[config.mk]
export PLATFORM = sky130hd
export DESIGN_NAME = exec_core_top
export DESIGN_NICKNAME = d
export VERILOG_FILES = /design/src/hdl/exec_cfg_pkg.sv /design/src/hdl/rv_isa_pkg.sv /design/src/hdl/alu_execute.sv /design/src/hdl/axil_instr_port.sv /design/src/hdl/exec_core_top.sv /design/src/hdl/instr_decode.sv /design/src/hdl/int_reg_file.sv
export SDC_FILE = /design/constraint.sdc
export NUM_CORES = 2
export LEC_CHECK = 0
export BUFFER_PORTS_ARGS = -buffer_cell sky130_fd_sc_hd__buf_4
export CORE_MARGIN = 2
export CORE_UTILIZATION = 40
export DETAILED_ROUTE_END_ITERATION = 16
export HOLD_SLACK_MARGIN = 0.03
export SLEW_MARGIN = 10
export SYNTH_ARGS = -nofsm -noshare
export SYNTH_HDL_FRONTEND = slang
export SYNTH_SLANG_ARGS = --single-unit
[constraint.sdc]
create_clock -name i_clk -period 32.7 [get_ports i_clk]
set_clock_uncertainty 0.05 [all_clocks]
set_input_delay 1.635 -clock i_clk [delete_from_list [all_inputs] [get_ports i_clk]]
set_output_delay 1.635 -clock i_clk [all_outputs]
set_load 0.02 [all_outputs]
[src/hdl/exec_cfg_pkg.sv]
package exec_cfg_pkg;

    // decode -> execute operation select
    typedef enum logic [3:0] {
        ALU_ADD  = 4'd0,
        ALU_SUB  = 4'd1,
        ALU_SLL  = 4'd2,
        ALU_SLT  = 4'd3,
        ALU_SLTU = 4'd4,
        ALU_XOR  = 4'd5,
        ALU_SRL  = 4'd6,
        ALU_SRA  = 4'd7,
        ALU_OR   = 4'd8,
        ALU_AND  = 4'd9
    } alu_op_e;

    // operand source in execute
    typedef enum logic {
        FWD_REG = 1'b0,  // value read in decode
        FWD_EW  = 1'b1   // result sitting in E/W
    } fwd_sel_e;

endpackage

[src/hdl/rv_isa_pkg.sv]
package rv_isa_pkg;

    localparam int XLEN_DEFAULT = 32;
    localparam int INSTR_W      = 32;
    localparam int REG_IDX_W    = 5;
    localparam int OPC_W        = 7;

    // field positions in the 32-bit encoding
    localparam int RD_LSB     = 7;
    localparam int F3_LSB     = 12;
    localparam int RS1_LSB    = 15;
    localparam int RS2_LSB    = 20;
    localparam int IMM_I_LSB  = 20;
    localparam int IMM_U_LSB  = 12;
    localparam int F7_ALT_BIT = 30;  // funct7 bit 5, sub / sra

    // only the integer ALU formats
    typedef enum logic [OPC_W-1:0] {
        OPC_OP     = 7'b0110011,
        OPC_OP_IMM = 7'b0010011,
        OPC_LUI    = 7'b0110111
    } opcode_e;

    typedef enum logic [2:0] {
        F3_ADD_SUB = 3'b000,
        F3_SLL     = 3'b001,
        F3_SLT     = 3'b010,
        F3_SLTU    = 3'b011,
        F3_XOR     = 3'b100,
        F3_SRL_SRA = 3'b101,
        F3_OR      = 3'b110,
        F3_AND     = 3'b111
    } funct3_e;

endpackage

[src/hdl/alu_execute.sv]
`timescale 1ns/1ps

module alu_execute #(
    parameter int XLEN = 32
) (
    input  logic                               i_clk,
    input  logic                               i_rst,
    input  logic                               i_de_valid,
    input  logic [rv_isa_pkg::REG_IDX_W-1:0]   i_de_rd,
    input  logic [rv_isa_pkg::REG_IDX_W-1:0]   i_de_rs1,
    input  logic [rv_isa_pkg::REG_IDX_W-1:0]   i_de_rs2,
    input  logic [XLEN-1:0]                    i_de_op_a,
    input  logic [XLEN-1:0]                    i_de_op_b,
    input  logic [XLEN-1:0]                    i_de_imm,
    input  logic                               i_de_use_imm,
    input  exec_cfg_pkg::alu_op_e              i_de_alu_op,
    output logic                               o_wr_en,
    output logic [rv_isa_pkg::REG_IDX_W-1:0]   o_wr_idx,
    output logic [XLEN-1:0]                    o_wr_data,
    output logic                               o_busy
);

    import rv_isa_pkg::*;
    import exec_cfg_pkg::*;

    localparam int SHAMT_W = $clog2(XLEN);

    fwd_sel_e           w_fwd_a;
    fwd_sel_e           w_fwd_b;
    logic [XLEN-1:0]    w_src_a;
    logic [XLEN-1:0]    w_src_b;
    logic [XLEN-1:0]    w_op_b;
    logic [SHAMT_W-1:0] w_shamt;
    logic [XLEN-1:0]    w_result;

    // forwarding ---------------------------------------------------------

    // only the stage ahead; older results come through the register file
    assign w_fwd_a = (o_wr_en && (o_wr_idx != '0) && (o_wr_idx == i_de_rs1)) ? FWD_EW : FWD_REG;
    assign w_fwd_b = (o_wr_en && (o_wr_idx != '0) && (o_wr_idx == i_de_rs2)) ? FWD_EW : FWD_REG;

    assign w_src_a = (w_fwd_a == FWD_EW) ? o_wr_data : i_de_op_a;
    assign w_src_b = (w_fwd_b == FWD_EW) ? o_wr_data : i_de_op_b;
    assign w_op_b  = i_de_use_imm ? i_de_imm : w_src_b;
    assign w_shamt = w_op_b[SHAMT_W-1:0];

    // ALU ----------------------------------------------------------------

    always_comb begin
        case (i_de_alu_op)
            ALU_ADD:  w_result = w_src_a + w_op_b;
            ALU_SUB:  w_result = w_src_a - w_op_b;
            ALU_SLL:  w_result = w_src_a << w_shamt;
            ALU_SLT:  w_result = XLEN'($signed(w_src_a) < $signed(w_op_b));
            ALU_SLTU: w_result = XLEN'(w_src_a < w_op_b);
            ALU_XOR:  w_result = w_src_a ^ w_op_b;
            ALU_SRL:  w_result = w_src_a >> w_shamt;
            ALU_SRA:  w_result = $signed(w_src_a) >>> w_shamt;
            ALU_OR:   w_result = w_src_a | w_op_b;
            ALU_AND:  w_result = w_src_a & w_op_b;
            default:  w_result = '0;
        endcase
    end

    // E/W register, also the write port of the register file
    always_ff @(posedge i_clk or posedge i_rst) begin
        if (i_rst) begin
            o_wr_en <= 1'b0;
        end else begin
            o_wr_en <= i_de_valid;
        end
    end

    always_ff @(posedge i_clk) begin
        if (i_de_valid) begin
            o_wr_idx  <= i_de_rd;
            o_wr_data <= w_result;
        end
    end

    assign o_busy = i_de_valid || o_wr_en;

    // a forwarded value always comes from an instruction that left D/E last cycle
    a_fwd_from_ew : assert property (@(posedge i_clk) disable iff (i_rst)
        (w_fwd_a == FWD_EW) || (w_fwd_b == FWD_EW) |-> o_wr_en && $past(i_de_valid));

endmodule

[src/hdl/axil_instr_port.sv]
`timescale 1ns/1ps

module axil_instr_port #(
    parameter int XLEN = 32
) (
    input  logic                               i_clk,
    input  logic                               i_rst,
    input  logic                               i_awvalid,
    output logic                               o_awready,
    input  logic [11:0]                        i_awaddr,
    input  logic                               i_wvalid,
    output logic                               o_wready,
    input  logic [rv_isa_pkg::INSTR_W-1:0]     i_wdata,
    output logic                               o_bvalid,
    output logic [1:0]                         o_bresp,
    input  logic                               i_bready,
    input  logic                               i_arvalid,
    output logic                               o_arready,
    input  logic [11:0]                        i_araddr,
    output logic                               o_rvalid,
    output logic [XLEN-1:0]                    o_rdata,
    output logic [1:0]                         o_rresp,
    input  logic                               i_rready,
    input  logic                               i_busy,
    input  logic [XLEN-1:0]                    i_host_rdata,
    output logic                               o_issue,
    output logic [rv_isa_pkg::INSTR_W-1:0]     o_instr,
    output logic [rv_isa_pkg::REG_IDX_W-1:0]   o_host_ridx
);

    import rv_isa_pkg::*;

    localparam logic [1:0] RESP_OKAY   = 2'b00;
    localparam logic [1:0] RESP_SLVERR = 2'b10;

    logic w_wr_fire;
    logic w_wr_ok;

    // write channels ------------------------------------------------------

    // aw and w are only taken together
    assign w_wr_fire = i_awvalid && i_wvalid && !o_bvalid;
    assign w_wr_ok   = (i_awaddr == 12'h000) &&
                       (i_wdata[OPC_W-1:0] inside {OPC_OP, OPC_OP_IMM, OPC_LUI});

    assign o_awready = w_wr_fire;
    assign o_wready  = w_wr_fire;
    assign o_issue   = w_wr_fire && w_wr_ok;  // rejected writes never reach decode
    assign o_instr   = i_wdata;

    always_ff @(posedge i_clk or posedge i_rst) begin
        if (i_rst) begin
            o_bvalid <= 1'b0;
        end else if (w_wr_fire) begin
            o_bvalid <= 1'b1;
        end else if (i_bready) begin
            o_bvalid <= 1'b0;
        end
    end

    always_ff @(posedge i_clk) begin
        if (w_wr_fire) begin
            o_bresp <= w_wr_ok ? RESP_OKAY : RESP_SLVERR;
        end
    end

    // read channels -------------------------------------------------------

    // hold reads off until the pipe has drained into the register file
    assign o_arready   = i_arvalid && !i_busy && !w_wr_fire && !o_rvalid;
    assign o_host_ridx = i_araddr[REG_IDX_W+1:2];  // word address
    assign o_rresp     = RESP_OKAY;

    always_ff @(posedge i_clk or posedge i_rst) begin
        if (i_rst) begin
            o_rvalid <= 1'b0;
        end else if (o_arready) begin
            o_rvalid <= 1'b1;
        end else if (i_rready) begin
            o_rvalid <= 1'b0;
        end
    end

    always_ff @(posedge i_clk) begin
        if (o_arready) begin
            o_rdata <= i_host_rdata;  // stays put under back-pressure
        end
    end

    // a write response is held, unchanged, until the host takes it
    a_bvalid_held : assert property (@(posedge i_clk) disable iff (i_rst)
        o_bvalid && !i_bready |=> o_bvalid && $stable(o_bresp));

endmodule

[src/hdl/exec_core_top.sv]
`timescale 1ns/1ps

module exec_core_top #(
    parameter int XLEN = rv_isa_pkg::XLEN_DEFAULT
) (
    input  logic                               i_clk,
    input  logic                               i_rst,
    input  logic                               i_awvalid,
    output logic                               o_awready,
    input  logic [11:0]                        i_awaddr,
    input  logic                               i_wvalid,
    output logic                               o_wready,
    input  logic [rv_isa_pkg::INSTR_W-1:0]     i_wdata,
    output logic                               o_bvalid,
    output logic [1:0]                         o_bresp,
    input  logic                               i_bready,
    input  logic                               i_arvalid,
    output logic                               o_arready,
    input  logic [11:0]                        i_araddr,
    output logic                               o_rvalid,
    output logic [XLEN-1:0]                    o_rdata,
    output logic [1:0]                         o_rresp,
    input  logic                               i_rready
);

    import rv_isa_pkg::*;
    import exec_cfg_pkg::*;

    logic                 w_issue;
    logic [INSTR_W-1:0]   w_instr;
    logic                 w_busy;
    logic [REG_IDX_W-1:0] w_host_ridx;
    logic [XLEN-1:0]      w_host_rdata;
    logic [REG_IDX_W-1:0] w_rs1_idx;
    logic [REG_IDX_W-1:0] w_rs2_idx;
    logic [XLEN-1:0]      w_rs1_data;
    logic [XLEN-1:0]      w_rs2_data;

    // D/E
    logic                 w_de_valid;
    logic [REG_IDX_W-1:0] w_de_rd;
    logic [REG_IDX_W-1:0] w_de_rs1;
    logic [REG_IDX_W-1:0] w_de_rs2;
    logic [XLEN-1:0]      w_de_op_a;
    logic [XLEN-1:0]      w_de_op_b;
    logic [XLEN-1:0]      w_de_imm;
    logic                 w_de_use_imm;
    alu_op_e              w_de_alu_op;

    // E/W writeback
    logic                 w_wr_en;
    logic [REG_IDX_W-1:0] w_wr_idx;
    logic [XLEN-1:0]      w_wr_data;

    axil_instr_port #(.XLEN(XLEN)) u_port (
        .i_clk        (i_clk),
        .i_rst        (i_rst),
        .i_awvalid    (i_awvalid),
        .o_awready    (o_awready),
        .i_awaddr     (i_awaddr),
        .i_wvalid     (i_wvalid),
        .o_wready     (o_wready),
        .i_wdata      (i_wdata),
        .o_bvalid     (o_bvalid),
        .o_bresp      (o_bresp),
        .i_bready     (i_bready),
        .i_arvalid    (i_arvalid),
        .o_arready    (o_arready),
        .i_araddr     (i_araddr),
        .o_rvalid     (o_rvalid),
        .o_rdata      (o_rdata),
        .o_rresp      (o_rresp),
        .i_rready     (i_rready),
        .i_busy       (w_busy),
        .i_host_rdata (w_host_rdata),
        .o_issue      (w_issue),
        .o_instr      (w_instr),
        .o_host_ridx  (w_host_ridx)
    );

    instr_decode #(.XLEN(XLEN)) u_decode (
        .i_clk        (i_clk),
        .i_rst        (i_rst),
        .i_issue      (w_issue),
        .i_instr      (w_instr),
        .i_rs1_data   (w_rs1_data),
        .i_rs2_data   (w_rs2_data),
        .o_rs1_idx    (w_rs1_idx),
        .o_rs2_idx    (w_rs2_idx),
        .o_de_valid   (w_de_valid),
        .o_de_rd      (w_de_rd),
        .o_de_rs1     (w_de_rs1),
        .o_de_rs2     (w_de_rs2),
        .o_de_op_a    (w_de_op_a),
        .o_de_op_b    (w_de_op_b),
        .o_de_imm     (w_de_imm),
        .o_de_use_imm (w_de_use_imm),
        .o_de_alu_op  (w_de_alu_op)
    );

    int_reg_file #(.XLEN(XLEN)) u_regs (
        .i_clk        (i_clk),
        .i_rst        (i_rst),
        .i_rs1_idx    (w_rs1_idx),
        .i_rs2_idx    (w_rs2_idx),
        .i_host_ridx  (w_host_ridx),
        .i_wr_en      (w_wr_en),
        .i_wr_idx     (w_wr_idx),
        .i_wr_data    (w_wr_data),
        .o_rs1_data   (w_rs1_data),
        .o_rs2_data   (w_rs2_data),
        .o_host_rdata (w_host_rdata)
    );

    alu_execute #(.XLEN(XLEN)) u_exec (
        .i_clk        (i_clk),
        .i_rst        (i_rst),
        .i_de_valid   (w_de_valid),
        .i_de_rd      (w_de_rd),
        .i_de_rs1     (w_de_rs1),
        .i_de_rs2     (w_de_rs2),
        .i_de_op_a    (w_de_op_a),
        .i_de_op_b    (w_de_op_b),
        .i_de_imm     (w_de_imm),
        .i_de_use_imm (w_de_use_imm),
        .i_de_alu_op  (w_de_alu_op),
        .o_wr_en      (w_wr_en),
        .o_wr_idx     (w_wr_idx),
        .o_wr_data    (w_wr_data),
        .o_busy       (w_busy)
    );

endmodule

[src/hdl/instr_decode.sv]
`timescale 1ns/1ps

module instr_decode #(
    parameter int XLEN = 32
) (
    input  logic                               i_clk,
    input  logic                               i_rst,
    input  logic                               i_issue,
    input  logic [rv_isa_pkg::INSTR_W-1:0]     i_instr,
    input  logic [XLEN-1:0]                    i_rs1_data,
    input  logic [XLEN-1:0]                    i_rs2_data,
    output logic [rv_isa_pkg::REG_IDX_W-1:0]   o_rs1_idx,
    output logic [rv_isa_pkg::REG_IDX_W-1:0]   o_rs2_idx,
    output logic                               o_de_valid,
    output logic [rv_isa_pkg::REG_IDX_W-1:0]   o_de_rd,
    output logic [rv_isa_pkg::REG_IDX_W-1:0]   o_de_rs1,
    output logic [rv_isa_pkg::REG_IDX_W-1:0]   o_de_rs2,
    output logic [XLEN-1:0]                    o_de_op_a,
    output logic [XLEN-1:0]                    o_de_op_b,
    output logic [XLEN-1:0]                    o_de_imm,
    output logic                               o_de_use_imm,
    output exec_cfg_pkg::alu_op_e              o_de_alu_op
);

    import rv_isa_pkg::*;
    import exec_cfg_pkg::*;

    logic [OPC_W-1:0] w_opcode;
    funct3_e          w_f3;
    logic             w_is_op;
    logic             w_is_lui;
    logic             w_alt;
    logic [XLEN-1:0]  w_imm;
    alu_op_e          w_alu_op;

    assign w_opcode = i_instr[OPC_W-1:0];
    assign w_f3     = funct3_e'(i_instr[F3_LSB +: 3]);
    assign w_is_op  = (w_opcode == OPC_OP);
    assign w_is_lui = (w_opcode == OPC_LUI);
    assign w_alt    = i_instr[F7_ALT_BIT];

    // lui adds its immediate to x0
    assign o_rs1_idx = w_is_lui ? '0 : i_instr[RS1_LSB +: REG_IDX_W];
    assign o_rs2_idx = i_instr[RS2_LSB +: REG_IDX_W];

    assign w_imm = w_is_lui ?
        XLEN'($signed({i_instr[INSTR_W-1:IMM_U_LSB], {IMM_U_LSB{1'b0}}})) :
        XLEN'($signed(i_instr[INSTR_W-1:IMM_I_LSB]));

    always_comb begin
        w_alu_op = ALU_ADD;
        if (!w_is_lui) begin
            case (w_f3)
                F3_ADD_SUB: w_alu_op = (w_is_op && w_alt) ? ALU_SUB : ALU_ADD;  // no subi
                F3_SLL:     w_alu_op = ALU_SLL;
                F3_SLT:     w_alu_op = ALU_SLT;
                F3_SLTU:    w_alu_op = ALU_SLTU;
                F3_XOR:     w_alu_op = ALU_XOR;
                F3_SRL_SRA: w_alu_op = w_alt ? ALU_SRA : ALU_SRL;
                F3_OR:      w_alu_op = ALU_OR;
                F3_AND:     w_alu_op = ALU_AND;
            endcase
        end
    end

    // D/E register
    always_ff @(posedge i_clk or posedge i_rst) begin
        if (i_rst) begin
            o_de_valid <= 1'b0;
        end else begin
            o_de_valid <= i_issue;
        end
    end

    always_ff @(posedge i_clk) begin
        if (i_issue) begin
            o_de_rd      <= i_instr[RD_LSB +: REG_IDX_W];
            o_de_rs1     <= o_rs1_idx;
            o_de_rs2     <= o_rs2_idx;
            o_de_op_a    <= i_rs1_data;
            o_de_op_b    <= i_rs2_data;
            o_de_imm     <= w_imm;
            o_de_use_imm <= !w_is_op;
            o_de_alu_op  <= w_alu_op;
        end
    end

endmodule

[src/hdl/int_reg_file.sv]
`timescale 1ns/1ps

module int_reg_file #(
    parameter int XLEN = 32
) (
    input  logic                               i_clk,
    input  logic                               i_rst,
    input  logic [rv_isa_pkg::REG_IDX_W-1:0]   i_rs1_idx,
    input  logic [rv_isa_pkg::REG_IDX_W-1:0]   i_rs2_idx,
    input  logic [rv_isa_pkg::REG_IDX_W-1:0]   i_host_ridx,
    input  logic                               i_wr_en,
    input  logic [rv_isa_pkg::REG_IDX_W-1:0]   i_wr_idx,
    input  logic [XLEN-1:0]                    i_wr_data,
    output logic [XLEN-1:0]                    o_rs1_data,
    output logic [XLEN-1:0]                    o_rs2_data,
    output logic [XLEN-1:0]                    o_host_rdata
);

    import rv_isa_pkg::*;

    localparam int NREGS = 2 ** REG_IDX_W;

    logic [XLEN-1:0] r_regs [NREGS];

    // x0 first, then the value being written this cycle
    function automatic logic [XLEN-1:0] read_port(input logic [REG_IDX_W-1:0] idx);
        if (idx == '0) begin
            return '0;
        end
        if (i_wr_en && (i_wr_idx == idx)) begin
            return i_wr_data;
        end
        return r_regs[idx];
    endfunction

    always_comb begin
        o_rs1_data   = read_port(i_rs1_idx);
        o_rs2_data   = read_port(i_rs2_idx);
        o_host_rdata = read_port(i_host_ridx);
    end

    always_ff @(posedge i_clk or posedge i_rst) begin
        if (i_rst) begin
            for (int i = 0; i < NREGS; i++) begin
                r_regs[i] <= '0;
            end
        end else if (i_wr_en && (i_wr_idx != '0)) begin
            r_regs[i_wr_idx] <= i_wr_data;
        end
    end

    // x0 reads zero on every port, even while it is the write target
    a_x0_zero : assert property (@(posedge i_clk) disable iff (i_rst)
        ((i_rs1_idx != '0) || (o_rs1_data == '0)) &&
        ((i_rs2_idx != '0) || (o_rs2_data == '0)) &&
        ((i_host_ridx != '0) || (o_host_rdata == '0)));

endmodule

==> results.toml <==
[floorplanning]
core_um2 = 197000
ios = 104
start_util_pct = 40.3
fp.dieH_um = 450
dieArea_um2 = 202000
die_x_um = 450
std_cell_rows = 163

[logic_synthesis]
netlist_instances = 6694
synth_warnings = 0
synth_adder_area_share_pct = 1.58
synth_top_family_by_area = "multiplexers"
netlist_area_um2 = 79500
synth_seq_cells = 1214
synth_ff_type = "dfrtp_1"
synth_top_area_share_pct = 32.4
synth-edff-count = 186
syn_area_per_cell_um2 = 11.9
yosys.cell_count.top_type = "mux2_2"
yosysTopAreaCell = "dfrtp_1"
ys_seq_area_share_pct = 39.4
yosys.area_share.xor_xnor_pct = 0.408
synth_simple_gate_area_share_pct = 8.31
muxShareOfSynthArea_pct = 37.7
synthTopCellsByCount = "mux2_2 (1052), dfrtp_1 (1028), nand2_1 (707)"
synth-compound-area-share_pct = 8.44
yosys.cell_types.count = 97
ys_top_cells_by_area = "dfrtp_1 (32%), mux4_2 (19%), mux2_2 (15%)"
async_flop_share_pct = 84.7

[detailed_routing]
dr.pass1.iters = 8
top_layer = "met5"
routed_wirelength_um = 294000
dr_wl_met3_um = 31500
wl_met2_um = 134000
wl_per_cell_um = 32.2
num_vias = 61117
drt_iter0_drc = 7480
wl_met1_um = 112000
drcViolationCount = 0
vias_per_cell = 6.70
ant_nets = 0

[grt]
grt-ovfl-total = 0
antenna_found_initial = 12
grt_pass1_vias = 59645
grt_pass1_wl_um = 426000
grt_max_degree = 175
grt_usage_pct = 28.5

[power]
ir_worst_vdd_v = 0.0000395
p_per_area_nw_per_um2 = 39.4
power.static_leakage_uw = 0.0372

[critical_path]
critPathRequiredTime_ns = 33.21
r2r_start = "u_exec.o_wr_idx[4]$_DFFE_PP_"
r2r_end = "u_exec.o_wr_data[30]$_SDFFCE_PN0P_"
cp-start-kind = "flop"
crit_path_end_kind = "flop"
critPathKind = "flop to flop"
ff2ff_setup_slack_ns = 25.38
critPathCapture = "u_exec.o_wr_data[30]$_SDFFCE_PN0P_"
worstRegToRegCells = 17
arrival_ns = 7.83
crit_path_start = "u_exec.o_wr_idx[4]$_DFFE_PP_"
cp_max_fo = 32

[cells_and_area]
fillers = 18073
fin_cells = 9126
num-nets-final = 6526
regArea_um2 = 31300
syn_to_final_growth_pct = 9.73
postLayoutCoreUtil_pct = 44.2
n_antenna_cell = 0
drive_gt1_share_pct = 35.7
multi_input_area_um2 = 45300

[clock_network]
cts-root-buf = "clkbuf_16"
cts_hold_buf = 0
clk_latency_ns = 0.83
clk_pin_slew_worst_paths_ns = 0.06
h-tree-depth = 4
clkSinkCount = 1214
clockBufferDepth = 3
postCtsSetupRepairBufs = 0
cts_tree = "built"
cts_buffers = 146
cts_resized = 0

[timing]
fin_crit_sh_pct = 22.4
slew_headroom_pct = 15.6
tns_ns = 0
hold_viol_final = 0
final-max-slew-violation-count = 0
fin_crit_ns = 7.32
rsz0062_at_grt = "no"
max_slew.worst_pin.slew_ns = 1.26
setup_viol = 0
holdWs_ns = 0.370
max_clock_freq_ghz = 0.137

[min_path]
min_path_cells = 0
min_path_type = "flop to flop"

[placed_design]
io_buffers = 93
hpwlAfterDp_um = 171000
dpl.cell_count = 8856
gp_congestion = 1.00

[run]
maxCapViolations = 0

[outcome]
status = "completed"
critical path, stage by stage, from the launching register on:
cell       delay (ns)
edfxtp_1         0.89
or3_4            0.28
o21ai_2          0.08
nor4_4           0.29
buf_4            0.51
mux2i_1          0.63
inv_1            0.31
fa_1             0.52
nor2b_1          0.17
o21ai_0          0.29
a211oi_1         0.19
o41ai_1          0.97
o31a_1           0.57
o31ai_1          0.19
or3b_2           0.50
o211ai_1         0.12
o2111ai_1        0.24
a21o_1           0.22
logic make-up after synthesis:
family | Yosys count
compound gates | 960
xor+xnor | 37
fa+ha+maj | 99
buf+inv | 841
flops | 1214
mux | 2021
other cells | 1
simple gates | 1521
metal layers:
layer,track usage [%],vias to the layer above
met5,0,-
met2,44.1,3889
li1,-,24896
met3,7.17,857
met4,14.1,4
met1,37.1,31471
layout make-up:
| cell class | instances | area share (%) |
|---|---|---|
| multi-input cells | 4641 | 51.9 |
| well taps | 2640 | 3.79 |
| clock inverters | 68 | 0.770 |
| clock buffers | 202 | 4.78 |
| flip-flops and latches | 1214 | 35.9 |
| inverters | 105 | 0.481 |
| repair buffers | 256 | 2.36 |
power breakdown:
part	internal (uW)	switching, uW	total [uW]
Sequential	1540	1.67	1540
Clock	967	694	1660
Combinational	64.0	174	238
cells in the final DEF (no fill, tap or decap), types with 13 or more instances in the layout:
cell type,n
a211oi_1,93
a21o_1,41
a21oi_1,147
a221oi_1,83
a222oi_1,30
a22oi_1,81
a311oi_1,39
a31oi_1,103
and2_1,21
and3_1,49
buf_4,241
clkbuf_1,30
clkbuf_16,150
clkbuf_8,22
clkinv_2,33
dfrtp_1,1027
edfxtp_1,186
ha_1,97
inv_1,92
mux2_2,1052
mux2i_1,289
mux4_2,670
nand2_1,688
nand2_4,19
nand2b_1,15
nand3_1,239
nor2_1,334
nor2_4,18
nor3_1,37
o211ai_1,32
o21ai_0,127
o22ai_1,52
or3_1,15
xnor2_1,24
xor2_1,13
registers in the layout (all words and copies together) (netlist names):
| register | count |
|---|---|
| u_port.o_bvalid | 1 |
| u_decode.o_de_rs2 | 5 |
| u_decode.o_de_rs1 | 5 |
| u_decode.o_de_alu_op | 4 |
| u_regs.r_regs | 1024 |
| u_exec.o_wr_idx | 5 |
| u_decode.o_de_op_a | 32 |
| u_decode.o_de_use_imm | 1 |
| u_exec.o_wr_en | 1 |
| u_decode.o_de_valid | 1 |
| u_decode.o_de_imm | 32 |
| u_exec.o_wr_data | 32 |
| u_decode.o_de_rd | 5 |
| u_port.o_bresp | 1 |
| u_decode.o_de_op_b | 32 |
| u_port.o_rdata | 32 |
| u_port.o_rvalid | 1 |
stage by stage:
| step | instance area, um2 | total power, uW | worst slack [ns] |
|---|---|---|---|
| detailed placement | 82400 | 1800 | 25.47 |
| CTS | 87200 | 3450 | 25.45 |
| finish | 87200 | 3440 | 25.38 |
| global placement | 82400 | 1800 | 25.53 |
| global route | 87200 | 3530 | 25.11 |
| floorplan | 79500 | 1710 | 2.09 |
worst min-delay path by stage:
stage,from,end,slack (ns)
2_1_floorplan,u_decode.o_de_rd[0]$_DFFE_PP_,u_exec.o_wr_idx[0]$_DFFE_PP_,0.35
3_3_place_gp,u_regs.r_regs[1000]$_DFFE_PP0P_,u_regs.r_regs[1000]$_DFFE_PP0P_,0.35
3_5_place_dp,u_regs.r_regs[996]$_DFFE_PP0P_,u_regs.r_regs[996]$_DFFE_PP0P_,0.36
4_1_cts,u_regs.r_regs[1005]$_DFFE_PP0P_,u_regs.r_regs[1005]$_DFFE_PP0P_,0.37
5_1_grt,u_regs.r_regs[1005]$_DFFE_PP0P_,u_regs.r_regs[1005]$_DFFE_PP0P_,0.38
6_report,u_regs.r_regs[1015]$_DFFE_PP0P_,u_regs.r_regs[1015]$_DFFE_PP0P_,0.37
No activity file was read; power rests on OpenSTA's default activity.
